`src/source/sample_gen_cfg.svh`:
```
`ifndef SAMPLE_GEN_CFG_SVH
`define SAMPLE_GEN_CFG_SVH

// sample and batch geometry.
`define SAMPLE_W    16
`define BATCH_SIZE  4

// output latency towards the DAC, in clock cycles.
`define DAC_STAGES  5

`define AXI_ADDR_W  4
`define AXI_DATA_W  32

// register byte offsets.
`define REG_CTRL    4'h0
`define REG_SEED    4'h4
`define REG_STEP    4'h8
`define REG_STATUS  4'hC

`endif
```
`src/source/sample_gen_pkg.sv`:
```
`include "sample_gen_cfg.svh"

package sample_gen_pkg;

	typedef enum logic [1:0] {
		MODE_IDLE     = 2'd0,
		MODE_NOISE    = 2'd1,
		MODE_TRIANGLE = 2'd2
	} gen_mode_t;

	typedef logic [`SAMPLE_W-1:0] sample_t;

	// lane 0 sits in the low bits.
	typedef sample_t [`BATCH_SIZE-1:0] batch_t;

	typedef logic [`AXI_ADDR_W-1:0] reg_addr_t;

	// right-shifting galois step, taps at 16, 14, 13 and 11.
	function automatic sample_t lfsr_next(input sample_t s);
		sample_t n;
		n = s >> 1;
		if (s[0]) begin
			n = n ^ sample_t'(16'hB400);
		end
		return n;
	endfunction

	// an all-zero state would lock the LFSR, so it is replaced by 1.
	function automatic sample_t lane_seed(input sample_t seed, input int unsigned lane);
		sample_t s;
		s = seed + sample_t'(lane);
		if (s == '0) begin
			s = sample_t'(1);
		end
		return s;
	endfunction

	// registers are word aligned, the byte lane bits are ignored.
	function automatic logic is_reg(input reg_addr_t addr, input reg_addr_t offset);
		return addr[`AXI_ADDR_W-1:2] == offset[`AXI_ADDR_W-1:2];
	endfunction

	function automatic logic [`AXI_DATA_W-1:0] status_word(input gen_mode_t m,
			input logic [15:0] count);
		return {count, 14'd0, m};
	endfunction

endpackage

```
`src/source/batch_if.sv`:
```
`timescale 1ns/1ns

interface batch_if import sample_gen_pkg::*; ();

	logic   run;
	logic   clear;
	batch_t batch;
	logic   valid;

	modport source (
		input  run,
		input  clear,
		output batch,
		output valid
	);

	modport ctrl (output run, output clear);

	modport sink (input batch, input valid);

endinterface

```
`src/source/sample_gen_top.sv`:
```
`timescale 1ns/1ns
`include "sample_gen_cfg.svh"

module sample_gen_top import sample_gen_pkg::*; (
	input  logic                     clk,
	input  logic                     rst_n,
	input  logic [`AXI_ADDR_W-1:0]   s_awaddr,
	input  logic                     s_awvalid,
	output logic                     s_awready,
	input  logic [`AXI_DATA_W-1:0]   s_wdata,
	input  logic [`AXI_DATA_W/8-1:0] s_wstrb,
	input  logic                     s_wvalid,
	output logic                     s_wready,
	output logic [1:0]               s_bresp,
	output logic                     s_bvalid,
	input  logic                     s_bready,
	input  logic [`AXI_ADDR_W-1:0]   s_araddr,
	input  logic                     s_arvalid,
	output logic                     s_arready,
	output logic [`AXI_DATA_W-1:0]   s_rdata,
	output logic [1:0]               s_rresp,
	output logic                     s_rvalid,
	input  logic                     s_rready,
	input  logic                     dac_rdy,
	output batch_t                   dac_batch,
	output logic                     dac_valid
);

	gen_mode_t mode;
	sample_t   seed;
	sample_t   step;

	batch_if noise_if ();
	batch_if tri_if ();

	sample_ctrl i_ctrl (
		.clk(clk), .rst_n(rst_n),
		.s_awaddr(s_awaddr), .s_awvalid(s_awvalid), .s_awready(s_awready),
		.s_wdata(s_wdata), .s_wstrb(s_wstrb), .s_wvalid(s_wvalid), .s_wready(s_wready),
		.s_bresp(s_bresp), .s_bvalid(s_bvalid), .s_bready(s_bready),
		.s_araddr(s_araddr), .s_arvalid(s_arvalid), .s_arready(s_arready),
		.s_rdata(s_rdata), .s_rresp(s_rresp), .s_rvalid(s_rvalid), .s_rready(s_rready),
		.dac_rdy(dac_rdy), .mode(mode), .seed(seed), .step(step),
		.noise(noise_if), .tri_wave(tri_if)
	);

	lfsr_bank i_noise (.clk(clk), .rst_n(rst_n), .seed(seed), .lanes(noise_if));

	triangle_gen i_tri (.clk(clk), .rst_n(rst_n), .step(step), .wave(tri_if));

	batch_pipe i_pipe (
		.clk(clk), .rst_n(rst_n), .mode(mode),
		.noise(noise_if), .tri_wave(tri_if),
		.dac_batch(dac_batch), .dac_valid(dac_valid)
	);

endmodule

```
`src/source/batch_pipe.sv`:
```
`timescale 1ns/1ns
`include "sample_gen_cfg.svh"

module batch_pipe import sample_gen_pkg::*; (
	input  logic      clk,
	input  logic      rst_n,
	input  gen_mode_t mode,
	batch_if.sink     noise,
	batch_if.sink     tri_wave,
	output batch_t    dac_batch,
	output logic      dac_valid
);

	batch_t                 sel_batch;
	logic                   sel_valid;
	batch_t                 data_q [`DAC_STAGES];
	logic [`DAC_STAGES-1:0] valid_q;

	always_comb begin
		case (mode)
			MODE_NOISE: begin
				sel_batch = noise.batch;
				sel_valid = noise.valid;
			end
			MODE_TRIANGLE: begin
				sel_batch = tri_wave.batch;
				sel_valid = tri_wave.valid;
			end
			default: begin
				sel_batch = '0;
				sel_valid = 1'b0;
			end
		endcase
	end

	////////////////////
	// fixed delay line that stands in for the DAC latency.

	always_ff @(posedge clk) begin
		data_q[0] <= sel_batch;
		for (int s = 1; s < `DAC_STAGES; s++) begin
			data_q[s] <= data_q[s-1];
		end
	end

	always_ff @(posedge clk) begin
		if (!rst_n) begin
			valid_q <= '0;
		end else begin
			valid_q <= {valid_q[`DAC_STAGES-2:0], sel_valid};
		end
	end

	assign dac_batch = data_q[`DAC_STAGES-1];
	assign dac_valid = valid_q[`DAC_STAGES-1];

	a_valid_known: assert property (@(posedge clk) disable iff (!rst_n)
		!$isunknown(dac_valid));

endmodule

```
`src/source/triangle_gen.sv`:
```
`timescale 1ns/1ns
`include "sample_gen_cfg.svh"

module triangle_gen import sample_gen_pkg::*; (
	input  logic    clk,
	input  logic    rst_n,
	input  sample_t step,
	batch_if.source wave
);

	localparam int PHASE_W = `SAMPLE_W + 1;

	logic [PHASE_W-1:0] phase_q;
	logic [PHASE_W-1:0] lane_ph [`BATCH_SIZE];
	batch_t             tri_batch;

	// the top phase bit selects the falling half of the period.
	always_comb begin
		for (int i = 0; i < `BATCH_SIZE; i++) begin
			lane_ph[i] = phase_q + PHASE_W'(i * step);
			if (lane_ph[i][PHASE_W-1]) begin
				tri_batch[i] = ~lane_ph[i][`SAMPLE_W-1:0];
			end else begin
				tri_batch[i] = lane_ph[i][`SAMPLE_W-1:0];
			end
		end
	end

	always_ff @(posedge clk) begin
		if (!rst_n || wave.clear) begin
			phase_q <= '0;
		end else if (wave.run) begin
			phase_q <= phase_q + PHASE_W'(`BATCH_SIZE * step);
		end
	end

	assign wave.batch = tri_batch;
	assign wave.valid = wave.run;

endmodule

```
`src/source/lfsr_bank.sv`:
```
`timescale 1ns/1ns
`include "sample_gen_cfg.svh"

module lfsr_bank import sample_gen_pkg::*; (
	input  logic    clk,
	input  logic    rst_n,
	input  sample_t seed,
	batch_if.source lanes
);

	batch_t lane_q;

	// each lane starts one above its neighbour so the lanes never run in step.
	always_ff @(posedge clk) begin
		if (!rst_n || lanes.clear) begin
			for (int i = 0; i < `BATCH_SIZE; i++) begin
				lane_q[i] <= lane_seed(seed, i);
			end
		end else if (lanes.run) begin
			for (int i = 0; i < `BATCH_SIZE; i++) begin
				lane_q[i] <= lfsr_next(lane_q[i]);
			end
		end
	end

	assign lanes.batch = lane_q;
	assign lanes.valid = lanes.run;

	// a zero lane would stay at zero forever.
	for (genvar g = 0; g < `BATCH_SIZE; g++) begin : g_lane_chk
		a_lane_nonzero: assert property (@(posedge clk) disable iff (!rst_n)
			lane_q[g] != '0);
	end

endmodule

```
`src/source/sample_ctrl.sv`:
```
`timescale 1ns/1ns
`include "sample_gen_cfg.svh"

module sample_ctrl import sample_gen_pkg::*; (
	input  logic                    clk,
	input  logic                    rst_n,
	input  logic [`AXI_ADDR_W-1:0]  s_awaddr,
	input  logic                    s_awvalid,
	output logic                    s_awready,
	input  logic [`AXI_DATA_W-1:0]  s_wdata,
	input  logic [`AXI_DATA_W/8-1:0] s_wstrb,
	input  logic                    s_wvalid,
	output logic                    s_wready,
	output logic [1:0]              s_bresp,
	output logic                    s_bvalid,
	input  logic                    s_bready,
	input  logic [`AXI_ADDR_W-1:0]  s_araddr,
	input  logic                    s_arvalid,
	output logic                    s_arready,
	output logic [`AXI_DATA_W-1:0]  s_rdata,
	output logic [1:0]              s_rresp,
	output logic                    s_rvalid,
	input  logic                    s_rready,
	input  logic                    dac_rdy,
	output gen_mode_t               mode,
	output sample_t                 seed,
	output sample_t                 step,
	batch_if.ctrl                   noise,
	batch_if.ctrl                   tri_wave
);

	logic                   wr_take;
	logic                   rd_take;
	gen_mode_t              wr_mode;
	logic [15:0]            batch_cnt;
	logic [`AXI_DATA_W-1:0] rd_word;

	assign wr_take = s_awvalid && s_wvalid && !s_awready && !s_bvalid;
	assign rd_take = s_arvalid && !s_arready && !s_rvalid;

	assign s_bresp = 2'b00;
	assign s_rresp = 2'b00;

	// code 3 is not a mode and falls back to idle.
	always_comb begin
		case (s_wdata[1:0])
			2'd1:    wr_mode = MODE_NOISE;
			2'd2:    wr_mode = MODE_TRIANGLE;
			default: wr_mode = MODE_IDLE;
		endcase
	end

	////////////////////
	// write channel and registers.

	always_ff @(posedge clk) begin
		if (!rst_n) begin
			s_awready      <= 1'b0;
			s_wready       <= 1'b0;
			s_bvalid       <= 1'b0;
			mode           <= MODE_IDLE;
			seed           <= '0;
			step           <= '0;
			noise.clear    <= 1'b1;
			tri_wave.clear <= 1'b1;
		end else begin
			s_awready      <= wr_take;
			s_wready       <= wr_take;
			noise.clear    <= 1'b0;
			tri_wave.clear <= 1'b0;
			if (s_bvalid && s_bready) begin
				s_bvalid <= 1'b0;
			end
			if (s_awready) begin
				s_bvalid <= 1'b1;
				if (is_reg(s_awaddr, `REG_CTRL) && s_wstrb[0]) begin
					if (s_wdata[3]) begin
						mode           <= MODE_IDLE;
						noise.clear    <= 1'b1;
						tri_wave.clear <= 1'b1;
					end else begin
						mode <= wr_mode;
						if (s_wdata[2]) begin
							noise.clear <= 1'b1;
						end
					end
				end
				for (int b = 0; b < `SAMPLE_W / 8; b++) begin
					if (s_wstrb[b] && is_reg(s_awaddr, `REG_SEED)) begin
						seed[b*8 +: 8] <= s_wdata[b*8 +: 8];
					end
					if (s_wstrb[b] && is_reg(s_awaddr, `REG_STEP)) begin
						step[b*8 +: 8] <= s_wdata[b*8 +: 8];
					end
				end
			end
		end
	end

	////////////////////
	// read channel.

	always_comb begin
		rd_word = '0;
		if (is_reg(s_araddr, `REG_CTRL)) begin
			rd_word[1:0] = mode;
		end else if (is_reg(s_araddr, `REG_SEED)) begin
			rd_word[`SAMPLE_W-1:0] = seed;
		end else if (is_reg(s_araddr, `REG_STEP)) begin
			rd_word[`SAMPLE_W-1:0] = step;
		end else if (is_reg(s_araddr, `REG_STATUS)) begin
			rd_word = status_word(mode, batch_cnt);
		end
	end

	always_ff @(posedge clk) begin
		if (!rst_n) begin
			s_arready <= 1'b0;
			s_rvalid  <= 1'b0;
		end else begin
			s_arready <= rd_take;
			if (s_arready) begin
				s_rvalid <= 1'b1;
			end else if (s_rvalid && s_rready) begin
				s_rvalid <= 1'b0;
			end
		end
	end

	always_ff @(posedge clk) begin
		if (s_arready) begin
			s_rdata <= rd_word;
		end
	end

	////////////////////
	// source gating.

	assign noise.run    = (mode == MODE_NOISE) && dac_rdy;
	assign tri_wave.run = (mode == MODE_TRIANGLE) && dac_rdy;

	// every cycle with a running source puts one valid batch into the output line.
	always_ff @(posedge clk) begin
		if (!rst_n) begin
			batch_cnt <= '0;
		end else if (noise.run || tri_wave.run) begin
			batch_cnt <= batch_cnt + 16'd1;
		end
	end

	a_mode_legal: assert property (@(posedge clk) disable iff (!rst_n)
		mode inside {MODE_IDLE, MODE_NOISE, MODE_TRIANGLE});

endmodule

```
`config.mk`:
```
export PLATFORM = sky130hd
export DESIGN_NAME = sample_gen_top
export DESIGN_NICKNAME = d
export VERILOG_FILES = /design/src/source/sample_gen_pkg.sv /design/src/source/batch_if.sv /design/src/source/sample_gen_top.sv /design/src/source/batch_pipe.sv /design/src/source/triangle_gen.sv /design/src/source/lfsr_bank.sv /design/src/source/sample_ctrl.sv
export VERILOG_INCLUDE_DIRS = /design/src /design/src/source
export SDC_FILE = /design/constraint.sdc
export NUM_CORES = 1
export LEC_CHECK = 0
export BUFFER_PORTS_ARGS = -buffer_cell sky130_fd_sc_hd__buf_2
export CELL_PAD_IN_SITES_DETAIL_PLACEMENT = 1
export CELL_PAD_IN_SITES_GLOBAL_PLACEMENT = 2
export CORE_UTILIZATION = 44
export CTS_BUF_LIST = sky130_fd_sc_hd__clkbuf_8
export DETAILED_ROUTE_END_ITERATION = 16
export PLACE_DENSITY_LB_ADDON = 0.1
export RECOVER_POWER = 25
export SETUP_SLACK_MARGIN = 0.05
export SLEW_MARGIN = 5
export SYNTH_ARGS = -nofsm -noshare
export SYNTH_HDL_FRONTEND = slang
export SYNTH_SLANG_ARGS = --single-unit
```
`constraint.sdc`:
```
create_clock -name clk -period 5.6 [get_ports clk]
set_input_delay 0.84 -clock clk [delete_from_list [all_inputs] [get_ports clk]]
set_output_delay 0.84 -clock clk [all_outputs]
set_load 0.005 [all_outputs]
```
# --- Word level (Yosys, flattened, before mapping) ---
# Memories as Yosys holds them, arrays and structs flattened.
# Cells that the tools add are included.
totals:
  register_bits: 174
  latchBits: 0
  ram_bits: 320
  romBits: 0
  in_bits: 52
  output_inout_bits: 106
  elab_cells: 119
  n_memories: 1
memory_table:
  columns: ["name", "depth", "width", "rd", "rd_ports_with_merged_regs", "wr", "line", "source"]
  rows:
  - ["i_pipe.data_q", 5, 64, 5, 0, 5, "batch_pipe.sv:16", "batch_t data_q [`DAC_STAGES];"]
op_classes:
  add_sub_neg: 8
  n_mul: 1
  div_mod_pow: 0
  order_cmp: 0
  n_eq_ne: 9
  shifts: 0
  n_mux: 33
  n_bitwise: 9
  n_reduce_logical: 37
op_table:
  columns: ["cell", "n"]
  rows:
  - ["$mux 16", 14]
  - ["$mux 64", 2]
  - ["$pmux 64 s2", 1]
  - ["$logic_not 16->1", 4]
  - ["$not 16->16", 4]
  - ["$add 17x17->17", 3]
  - ["$add 16x1->16 const B", 2]
  - ["$add 16x2->16 const B", 2]
  - ["$add 17x16->17", 1]
  - ["$mul 2x16->17 const A", 1]
  - ["$not 3->4", 4]
  - ["$logic_and 1x1->1", 14]
  - ["$mux 1", 11]
  - ["$eq 2x2->1 const B", 5]
  - ["$reduce_and 2->1", 5]
  - ["$eq 2x1->1 const B", 4]
  - ["$mux 2", 3]
  - ["$reduce_bool 2->1", 3]
  - ["$logic_not 1->1", 5]
  - ["$logic_not 2->1", 2]
  - ["$pmux 2 s2", 1]
  - ["$reduce_or 4->1", 1]
  - ["$logic_or 1x1->1", 3]
  - ["$pmux 1 s2", 1]
  - ["$not 1->1", 1]

# --- Longest topological paths before layout ---
# Gate-level depths: netlist (run 1).
depth:
  word_depth: 5
  ltp_mapped: 12
  depth_no_buf: 11

# --- Modules after synthesis ---
# From an unflattened synthesis (run 1), not the netlist that was laid out.
hier_totals:
  hier_cells: 1785
  hier_area_um2: 19745.2
modules_own_cells:
  columns: ["mod", "instances", "cells_each", "area_each_um2", "seq_area_each_um2"]
  rows:
  - ["batch_pipe", 1, 548, 8293.0, 6506.2]
  - ["triangle_gen", 1, 477, 4048.9, 300.3]
  - ["lfsr_bank", 1, 415, 3951.3, 1921.8]
  - ["sample_ctrl", 1, 345, 3452.1, 2082.0]

# --- Worst setup path after synthesis (run 1) ---
# Ideal clock, no wire load.
synth_path:
  kind: "input port to flip-flop"
  start: "in rst_n"
  end: "reg i_noise.lane_q, in the netlist i_noise.lanes.batch[0] (enable)"
  setup_ns: 0.688
  arrival_time_ns: 2.859
  required_ns: 4.912
  setup_slack_ns: 2.054
  cell_stages: 5
  n_path_buf: 3
  cell_sequence: "nor2b_1 > clkbuf_1 > clkbuf_1 > buf_1 > nand2_1"
synth_via:
  elab_chain_len: 3
synth_rtl:
  columns: ["item", "line", "source"]
  rows:
  - ["from (decl)", "sample_gen_top.sv:6", "input logic rst_n,"]
  - ["$logic_not 1->1", null, null]
  - ["$logic_or 1x1->1", "lfsr_bank.sv:15", "if (!rst_n || lanes.clear) begin"]
  - ["$reduce_bool 2->1 (no source line)", null, null]
  - ["to (signal, indexed assignment)", "lfsr_bank.sv:17", "lane_q[i] <= lane_seed(seed, i);"]
  - ["to (signal, indexed assignment)", "lfsr_bank.sv:21", "lane_q[i] <= lfsr_next(lane_q[i]);"]
  - ["to (decl)", "lfsr_bank.sv:11", "batch_t lane_q;"]
# Every way passes these cells.
# A chain may end at the register's enable or synchronous reset.

==> results of run 1 <==
## worst max path at each step
stage                             endpoint  depth (start not counted)
floorplan           i_noise.lanes.batch[0]                          5
global placement      i_pipe.data_q[0][31]                          9
detailed placement    i_pipe.data_q[0][31]                          9
CTS                   i_pipe.data_q[0][31]                          9
global route          i_pipe.data_q[0][31]                          9
finish                i_pipe.data_q[0][31]                          9
## synthesized netlist by cell type, drive strengths merged (29+ instances only)
master / number
dfxtp: 396
nand2: 246
xnor2: 110
o21ai: 101
nor2: 100
edfxtp: 96
buf: 92
a21oi: 77
ha: 66
clkbuf: 57
xor2: 53
a21boi: 35
nand3: 34
nor3: 34
inv: 29
## state kept, by name, indices dropped and copies added, names as in the netlist, 2 cells and up
name and flops:
i_ctrl.batch_cnt 16, i_ctrl.mode 2, i_ctrl.s_rdata 32, i_ctrl.seed 16, i_ctrl.step 16, i_noise.lanes.batch 64
i_pipe.data_q 320, i_pipe.valid_q 5, i_tri.phase_q 15
## critical path, stage by stage, from the launching register on
cell	delay, ns
dfxtp_1	0.49
ha_1	0.34
fa_1	0.41
a21o_1	0.20
and4_1	0.24
nor3_2	0.20
o2111ai_1	0.14
or3b_1	0.81
xor3_1	0.57
o21ai_1	0.16
## through the flow
stage / hold slack [ns] / worst slack, ns / power, mW / std cells / utilization [%]
2_1_floorplan: 0.310 / 2.05 / 3.87 / 1823 / -
3_3_place_gp: 0.310 / 2.05 / 3.94 / 2418 / 46.4
3_5_place_dp: 0.313 / 2.00 / 3.94 / 2418 / 46.4
4_1_cts: 0.311 / 1.96 / 7.07 / 2557 / 50.2
5_1_grt: 0.324 / 1.77 / 7.24 / 2557 / 50.2
6_report: 0.319 / 1.94 / 6.95 / 2557 / 50.2
## routing by layer
metal,wire [um],part of all wire (%),GRT usage [%]
met5,11,0.022,0
met4,1290,2.5,8.97
met3,2290,4.5,4.05
met2,23700,47,38.0
met1,23500,46,30.8
## cell families (layout without fill, tap and decap cells)
family	Yosys count	in the layout	share of synthesized area, %
flip-flops	492	492	56.1
other	1	4	0.0195
adder cells (fa/ha/maj)	84	84	6.15
XOR/XNOR	165	165	7.72
buffers and inverters	178	327	5.02
AO/OA/AOI/OAI	342	342	11.5
AND/OR/NAND/NOR	551	551	13.2
multiplexers	7	7	0.370
## cells in the final DEF (no fill, tap or decap), types with 5 or more instances in the layout
cell and n:
a211oi_1 10, a21boi_0 35, a21o_1 18, a21oi_1 76
a22o_1 17, a22oi_1 14, a31oi_1 6, and2_1 19
and3_1 28, buf_2 131, buf_4 28, clkbuf_8 98
clkinv_2 5, dfxtp_1 396, edfxtp_1 96, fa_1 18
ha_1 66, inv_1 52, mux2i_1 6, nand2_1 245
nand2b_1 13, nand3_1 33, nand4_1 18, nor2_1 100
nor2b_1 15, nor3_1 33, nor4_1 11, o21a_1 10
o21ai_0 89, o21ai_1 12, or3_1 13, xnor2_1 109
xor2_1 52
## power groups by stage
stage | clock (mW) | sequential (mW) | combinational [mW]
global placement | 0 | 3.77 | 0.161
finish | 3.09 | 3.70 | 0.165
floorplan | 0 | 3.77 | 0.0996
detailed placement | 0 | 3.78 | 0.164
global route | 3.35 | 3.70 | 0.180
CTS | 3.21 | 3.70 | 0.166
## layout make-up
type | count | area (um^2)
Fill cell | 4783 | 21500
Timing Repair Buffer | 159 | 866
Clock inverter | 41 | 275
Tap cell | 585 | 732
Multi-Input combinational cell | 1153 | 7530
Clock buffer | 98 | 1350
Sequential cell | 492 | 10800
Inverter | 29 | 109
==> impl_metrics.ini, run 1 <==
[pwr]
seqPwrFrac_pct = 53.2
ir_worst_vdd_v = 0.000187
pwr-share-comb_pct = 2.4
power_density_nw_per_um2 = 321
power.leakage_nw = 8.83
swShare_pct = 21.7
power_switching_mw = 1.51
intPower_mw = 5.44
clockPowerShare_pct = 44.4

[route]
drt_iter0_markers = 784
dr.pass1.iters = 5
viasPerCell = 5.19
wirelength_um = 50800
wire_per_inst_um = 19.9
num_vias = 13300
drc = 0
ant_nets = 0

[cts]
clk_pin_slew_ns = 0.06
cts_sinks = 492
post_cts_resized = 0
insertion_delay_ns = 0.67
cts_hold_buf = 0
post_cts_buffers = 0
htree_levels = 3
root_buffer = clkbuf_8
clockBufferDepth = 3
cts_buffers = 79
cts_tree = yes

[logic_synthesis]
synthCells = 1820
synth_top_area_share_pct = 41.1
avgSynthCellArea_um2 = 10.6
synth_cell_type_count = 77
synth_edf_count = 96
ys_warn_count = 0
synth_seq_cells = 492
ys.flop_type = dfxtp_1
seq_area_frac_synth_pct = 56.1
synth_area_leader_cell = dfxtp_1
synthArstFlopShare_pct = 0
synth_area_leaders = dfxtp_1 (41%), edfxtp_1 (15%), xnor2_1 (5.0%)
syn_area_um2 = 19300

[timing]
fin_setup_tns_ns = 0
tightest_slew_ns = 1.03
clock.fmax_mhz = 273
final_max_slew_viol_count = 0
post-route-period-util_pct = 65.4
rsz0062_at_grt = no
min_period_ns = 3.66
setup_viol = 0
hold_viol_final = 0
fin_skew_ns = 0.0415
slew_headroom_pct = 31.0

[layout]
diodes = 0
drive_above_1_share_pct = 14.5
stdcell_area_um2 = 21700
area_growth_pct = 12.4
final_nets = 2050

[placement]
io_buffers = 131
hpwl_um = 36200
routabilityCongestion = 0.893
placed_cell_area_um2 = 20000

[grt]
grt_pass1_vias = 13700
grt_max_degree = 65
grt_overflow = 0
antenna_found_initial = 1
grt_usage_pct = 23.3
grt_pass1_wl_um = 78400

[setup_path]
reg2regPathDepth = 9
endpoint_kind = flop
worstSetupStartpointType = flop
worstPathRequired_ns = 6.17
r2r_end = i_pipe.data_q[0][31]
critPathLaunch = i_ctrl.step[2]
reg2reg_slack_ns = 1.94
crit_type = flop to flop
r2r_start = i_ctrl.step[2]
cp.arrival_ns = 4.23
cp_max_fo = 16

[die]
io_pins = 158
placementRows = 76
die-height_um = 211
start_util_pct = 44.7
core-area_um2 = 43200
fp.dieW_um = 211
dieArea_um2 = 44700

[worst_hold_path]
min_path_cells = 0
hold_end = i_pipe.data_q[0][239]
hp-start = i_pipe.data_q[0][175]
min_path_type = flop to flop

[outcome]
status = finished clean

[flow_run]
max-cap-violations = 0
(Power assumes the default switching activity.)
==> inputs of run 2 (changes only) <==
--- a/config.mk
+++ b/config.mk
@@ -6,10 +6,11 @@
 export SDC_FILE = /design/constraint.sdc
 export NUM_CORES = 1
 export LEC_CHECK = 0
+export ABC_AREA = 1
 export BUFFER_PORTS_ARGS = -buffer_cell sky130_fd_sc_hd__buf_2
 export CELL_PAD_IN_SITES_DETAIL_PLACEMENT = 1
 export CELL_PAD_IN_SITES_GLOBAL_PLACEMENT = 2
-export CORE_UTILIZATION = 44
+export CORE_UTILIZATION = 34
 export CTS_BUF_LIST = sky130_fd_sc_hd__clkbuf_8
 export DETAILED_ROUTE_END_ITERATION = 16
 export PLACE_DENSITY_LB_ADDON = 0.1
==> constraint.sdc (replaced) <==
create_clock -name clk -period 3.1 [get_ports clk]
set_input_delay 0.465 -clock clk [delete_from_list [all_inputs] [get_ports clk]]
set_output_delay 0.465 -clock clk [all_outputs]
set_load 0.005 [all_outputs]
==> impl_metrics.ini, run 2 <==
[outcome]
status = finished clean

[layout]
final_nets = 2617
area_growth_pct = 15.9
regArea_um2 = 10800
fin_util_pct = 40.1
regMostFlops = i_pipe.data_q
largest_reg_flops = 320
n_fill_cell = 6875
drive_above_1_share_pct = 14.9
final_cell_mix = nand2_1 (625), dfxtp_1 (393), inv_1 (240), a21oi_1 (158), nor2_1 (158)
final_common_cell = nand2_1
multi_input_area_um2 = 7630

[timing]
fin_skew_ns = 0.0543
rsz0062_at_grt = no
min_period_ns = 2.83
setup_viol = 0
clock.fmax_mhz = 354
hold_viol_final = 0
tightest_slew_ns = 0.931
final_max_slew_viol_count = 0
post-route-period-util_pct = 91.2
slew_headroom_pct = 37.9
fin_setup_tns_ns = 0

[route]
drc = 0
drt_iter0_markers = 758
dr.pass1.iters = 5
viasPerCell = 4.66
ant_nets = 0
wirelength_um = 64300
num_vias = 15500
wire_per_inst_um = 19.4

[setup_path]
worstSetupStartpointType = flop
reg2regPathDepth = 14
crit_type = flop to flop
cp.arrival_ns = 3.33
cp_max_fo = 15
r2r_start = i_ctrl.step[2]
critPathLaunch = i_ctrl.step[2]
worstPathRequired_ns = 3.60
endpoint_kind = flop

[logic_synthesis]
synthArstFlopShare_pct = 0
synth_area_leaders = dfxtp_1 (39%), edfxtp_1 (14%), nand2_1 (12%)
synth_cell_type_count = 44
seq_area_frac_synth_pct = 53.9
synth_edf_count = 96
synth_top_area_share_pct = 39.5
ys.flop_type = dfxtp_1
ys_top_cells_by_count = nand2_1 (626), dfxtp_1 (396), inv_1 (220)
ys_warn_count = 0
avgSynthCellArea_um2 = 8.63
synthCells = 2326
syn_area_um2 = 20100
synth_area_leader_cell = dfxtp_1
synth_most_common_cell = nand2_1
synth_seq_cells = 492

[cts]
cts_tree = yes
htree_levels = 3
clk_pin_slew_ns = 0.06
cts_buffers = 83
insertion_delay_ns = 0.69
root_buffer = clkbuf_8
clockBufferDepth = 3
post_cts_buffers = 0
cts_sinks = 492

[placement]
hpwl_um = 49800
routabilityCongestion = 0.874
io_buffers = 131

[grt]
grt_overflow = 0
grt_usage_pct = 21.6
antenna_found_initial = 5
grt_pass1_vias = 16100
grt_pass1_wl_um = 96200
grt_max_degree = 94

[pwr]
intPower_mw = 10.3
pwr-share-comb_pct = 2.8
power_switching_mw = 3.02
seqPwrFrac_pct = 50.4
p_total_mw = 13.3
ir_worst_vdd_v = 0.000328
power.leakage_nw = 10.7
clockPowerShare_pct = 46.8
swShare_pct = 22.7
power_density_nw_per_um2 = 573

[die]
die-height_um = 245
dieArea_um2 = 60000
start_util_pct = 34.6
io_pins = 158
core-area_um2 = 58000
placementRows = 88
fp.dieW_um = 245

[flow_run]
max-cap-violations = 0

[worst_hold_path]
min_path_type = primary input to flop
min_path_cells = 3
hp-start = s_wdata[6]
-- run 2: cell types whose count changed after synthesis, sizes merged, moves of 27 or more --
cell | before | now
nand2 | 246 | 643
and3 | 28 | 1
nor2 | 100 | 172
xnor2 | 110 | 13
a21oi | 77 | 161
a21boi | 35 | 0
inv | 29 | 226
o21ai | 101 | 141
nand3 | 34 | 155
-- run 2: final timing paths --
kind	endpoint	slack [ns]
worst max-delay path	i_pipe.data_q[0][50]	0.27
worst min-delay path	i_ctrl.step[6]	0.07
worst max register to register	i_pipe.data_q[0][50]	0.27
worst min register to register	i_pipe.data_q[0][66]	0.28
-- run 2: cell type report --
cell class / count / share of cell area (%)
diodes: 2 / 0.0215
clock buffers: 97 / 5.74
clock inverters: 55 / 2.09
inverters: 228 / 3.68
multi-input cells: 1481 / 32.8
flip-flops and latches: 492 / 46.5
well taps: 765 / 4.12
repair buffers: 195 / 5.04
-- run 2: cell families after synthesis --
logic type | synth area share, %
and+or+nand+nor | 21.3
DFF | 53.9
buffers and inverters | 8.25
AOI/OAI and AO/OA | 8.19
adders and majority gates | 5.91
xor gates and xnor gates | 2.44
other | 0.0187
-- run 2: critical path, stage by stage (launching register included) --
cell     delay (ns)
dfxtp_1        0.37
fa_1           0.52
ha_1           0.21
inv_1          0.07
fa_1           0.40
inv_1          0.10
nand2_1        0.06
nand2_1        0.12
nand2_1        0.12
nand2_1        0.12
nand2_1        0.07
nand2_2        0.26
nand2_1        0.08
nand3_1        0.08
a21oi_1        0.07
-- run 2: power by group through the flow --
stage / clock (mW) / sequential (mW) / combinational, mW
after floorplan: 0 / 6.83 / 0.213
after global placement: 0 / 6.86 / 0.366
after detailed placement: 0 / 6.86 / 0.372
after CTS: 6.44 / 6.72 / 0.377
after global routing: 6.76 / 6.73 / 0.416
final: 6.23 / 6.72 / 0.373
-- run 2: repair_timing --
action,in CTS,in global routing
hold endpoints to repair,3,0
hold buffers,4,0
resized for setup,0,3
setup endpoints to repair,0,7
-- run 2: stage by stage --
step	instances	worst slack, ns	hold WS, ns	area (um^2)
global route	3314	0.0577	0.0559	23300
finish	3315	0.274	0.0681	23300
CTS	3313	0.213	0.0135	23200
global placement	3157	0.257	0.310	21400
detailed placement	3157	0.255	0.313	21400
floorplan	2329	0.0641	0.310	20100
-- run 2: per-layer routing --
layer | global-route usage, % | share of wire, % | vias to the layer above
met5 | 0 | 0 | -
met2 | 35.4 | 47 | 302
met4 | 10.1 | 4.0 | 0
met3 | 3.65 | 3.9 | 124
li1 | - | - | 7726
met1 | 27.5 | 45 | 7299
==> inputs of run 3 (changes only) <==
--- a/config.mk
+++ b/config.mk
@@ -6,11 +6,11 @@
 export SDC_FILE = /design/constraint.sdc
 export NUM_CORES = 1
 export LEC_CHECK = 0
-export ABC_AREA = 1
+export ABC_AREA = 0
 export BUFFER_PORTS_ARGS = -buffer_cell sky130_fd_sc_hd__buf_2
 export CELL_PAD_IN_SITES_DETAIL_PLACEMENT = 1
 export CELL_PAD_IN_SITES_GLOBAL_PLACEMENT = 2
-export CORE_UTILIZATION = 34
+export CORE_UTILIZATION = 37
 export CTS_BUF_LIST = sky130_fd_sc_hd__clkbuf_8
 export DETAILED_ROUTE_END_ITERATION = 16
 export PLACE_DENSITY_LB_ADDON = 0.1
==> impl_metrics.ini, run 3 (synthesis gave the netlist of run 1 again) <==
[cts]
cts_buffers = 83
insertion_delay_ns = 0.67
clk_pin_slew_ns = 0.06
cts_sinks = 492
htree_levels = 3
clockBufferDepth = 3
cts_tree = yes
root_buffer = clkbuf_8

[setup_path]
reg2regPathDepth = 10
crit_type = flop to flop
worstPathRequired_ns = 3.60
cp.arrival_ns = 3.48
reg2reg_slack_ns = 0.12
r2r_end = i_pipe.data_q[0][42]
endpoint_kind = flop
r2r_start = i_ctrl.step[1]
worstSetupStartpointType = flop
cp_max_fo = 6

[pwr]
intPower_mw = 10.1
pwr-share-comb_pct = 2.5
seqPwrFrac_pct = 51.5
swShare_pct = 22.0
p_total_mw = 13.0
ir_worst_vdd_v = 0.000304
power_switching_mw = 2.86
clockPowerShare_pct = 46.0
power_density_nw_per_um2 = 568
power.leakage_nw = 9.50

[layout]
final_nets = 2162
fin_util_pct = 44.5
finalNonFillerCells = 2771
stdcell_area_um2 = 22900
regArea_um2 = 10800
multi_input_area_um2 = 7590
final_cell_mix = dfxtp_1 (392), nand2_1 (245), buf_2 (131), buf_4 (127), xnor2_1 (106)
largest_reg_flops = 320
regMostFlops = i_pipe.data_q
n_fill_cell = 5685
area_growth_pct = 18.7
diodes = 0
drive_above_1_share_pct = 20.1
final_common_cell = dfxtp_1

[grt]
grt_pass1_wl_um = 85800
grt_max_degree = 65
antenna_found_initial = 1
grt_usage_pct = 21.5
grt_pass1_vias = 14200
grt_overflow = 0

[timing]
hold_viol_final = 0
rsz0062_at_grt = yes
fin_setup_tns_ns = 0
finalWorstSetupSlack_ns = 0.116
tightest_slew_ns = 0.942
hold_ws_ns = 0.0656
clock.fmax_mhz = 335
slew_headroom_pct = 37.2
fin_skew_ns = 0.0391
post-route-period-util_pct = 96.3
min_period_ns = 2.98
final_max_slew_viol_count = 0
setup_viol = 0

[die]
placementRows = 83
die-height_um = 230
start_util_pct = 37.5
core-area_um2 = 51400
io_pins = 158
dieArea_um2 = 53000
fp.dieW_um = 230

[placement]
io_buffers = 131
hpwl_um = 42400
routabilityCongestion = 0.938
place_ws_ns = -0.256
placed_cell_area_um2 = 21000
post-place-cells = 2617

[worst_hold_path]
hp-start = s_wdata[9]
min_path_type = primary input to flop
hold_end = i_ctrl.step[9]
min_path_cells = 3

[route]
dr.pass1.iters = 5
drt_iter0_markers = 626
wire_per_inst_um = 20.3
wirelength_um = 56300
ant_nets = 0
viasPerCell = 4.90
drc = 0
num_vias = 13600

[flow_run]
max-cap-violations = 0

[outcome]
status = finished clean
[run 3: cell count changes in the layout (fill, tap and decap cells not counted), moves of 58 or more]
cell     before  now
a21oi_1     158   75
buf_4        58  127
inv_1       240   52
nand2_1     625  245
nand3_1     152   32
nor2_1      158  100
xnor2_1      12  106
[run 3: power by group through the flow]
stage / sequential, mW / combinational (mW) / clock, mW
after CTS: 6.69 / 0.321 / 6.20
after global routing: 6.70 / 0.353 / 6.50
final: 6.69 / 0.320 / 5.98
after floorplan: 6.80 / 0.180 / 0
after global placement: 6.83 / 0.314 / 0
after detailed placement: 6.83 / 0.317 / 0
[run 3: worst max-delay path: stages (launching register included)]
cell,delay (ns)
dfxtp_1,0.32
buf_4,0.18
ha_1,0.24
fa_1,0.43
a21oi_2,0.17
nand4b_1,0.22
nand2_1,0.18
a2111o_1,0.44
nand3_1,0.18
xor2_1,0.09
o21ai_0,0.35
[run 3: how the worst max path moves through the flow]
stage	start	end	depth (start not counted)
3_5_place_dp	i_ctrl.step[2]	i_pipe.data_q[0][17]	11
4_1_cts	i_ctrl.step[2]	i_pipe.data_q[0][51]	12
6_report	i_ctrl.step[1]	i_pipe.data_q[0][42]	10
5_1_grt	i_ctrl.step[2]	i_pipe.data_q[0][59]	12
3_3_place_gp	i_ctrl.step[2]	i_pipe.data_q[0][17]	11
2_1_floorplan	i_ctrl.step[2]	i_pipe.data_q[0][50]	12
[run 3: area by class of cell]
cell class / count / area share (%)
inverters: 29 / 0.476
well taps: 680 / 3.72
flip-flops and latches: 492 / 47.3
repair buffers: 267 / 7.65
clock buffers: 101 / 6.08
multi-input cells: 1153 / 33.2
clock inverters: 49 / 1.61
[run 3: repair_timing]
item                       4_1_cts  5_1_grt
hold buffers                     3        0
buffers inserted                 0        1
pin swaps                        0        4
gates resized for setup          5       14
hold endpoints to repair         2        0
setup endpoints to repair       24       33
[run 3: routing by layer]
layer / vias to the layer above / routed length [um] / GRT usage [%] / share of wire [%]
met3: 85 / 2520 / 4.19 / 4.5
met2: 260 / 25300 / 33.4 / 45
li1: 6618 / - / - / -
met4: 2 / 1660 / 8.67 / 2.9
met5: - / 11 / 0 / 0.020
met1: 6620 / 26700 / 29.4 / 48
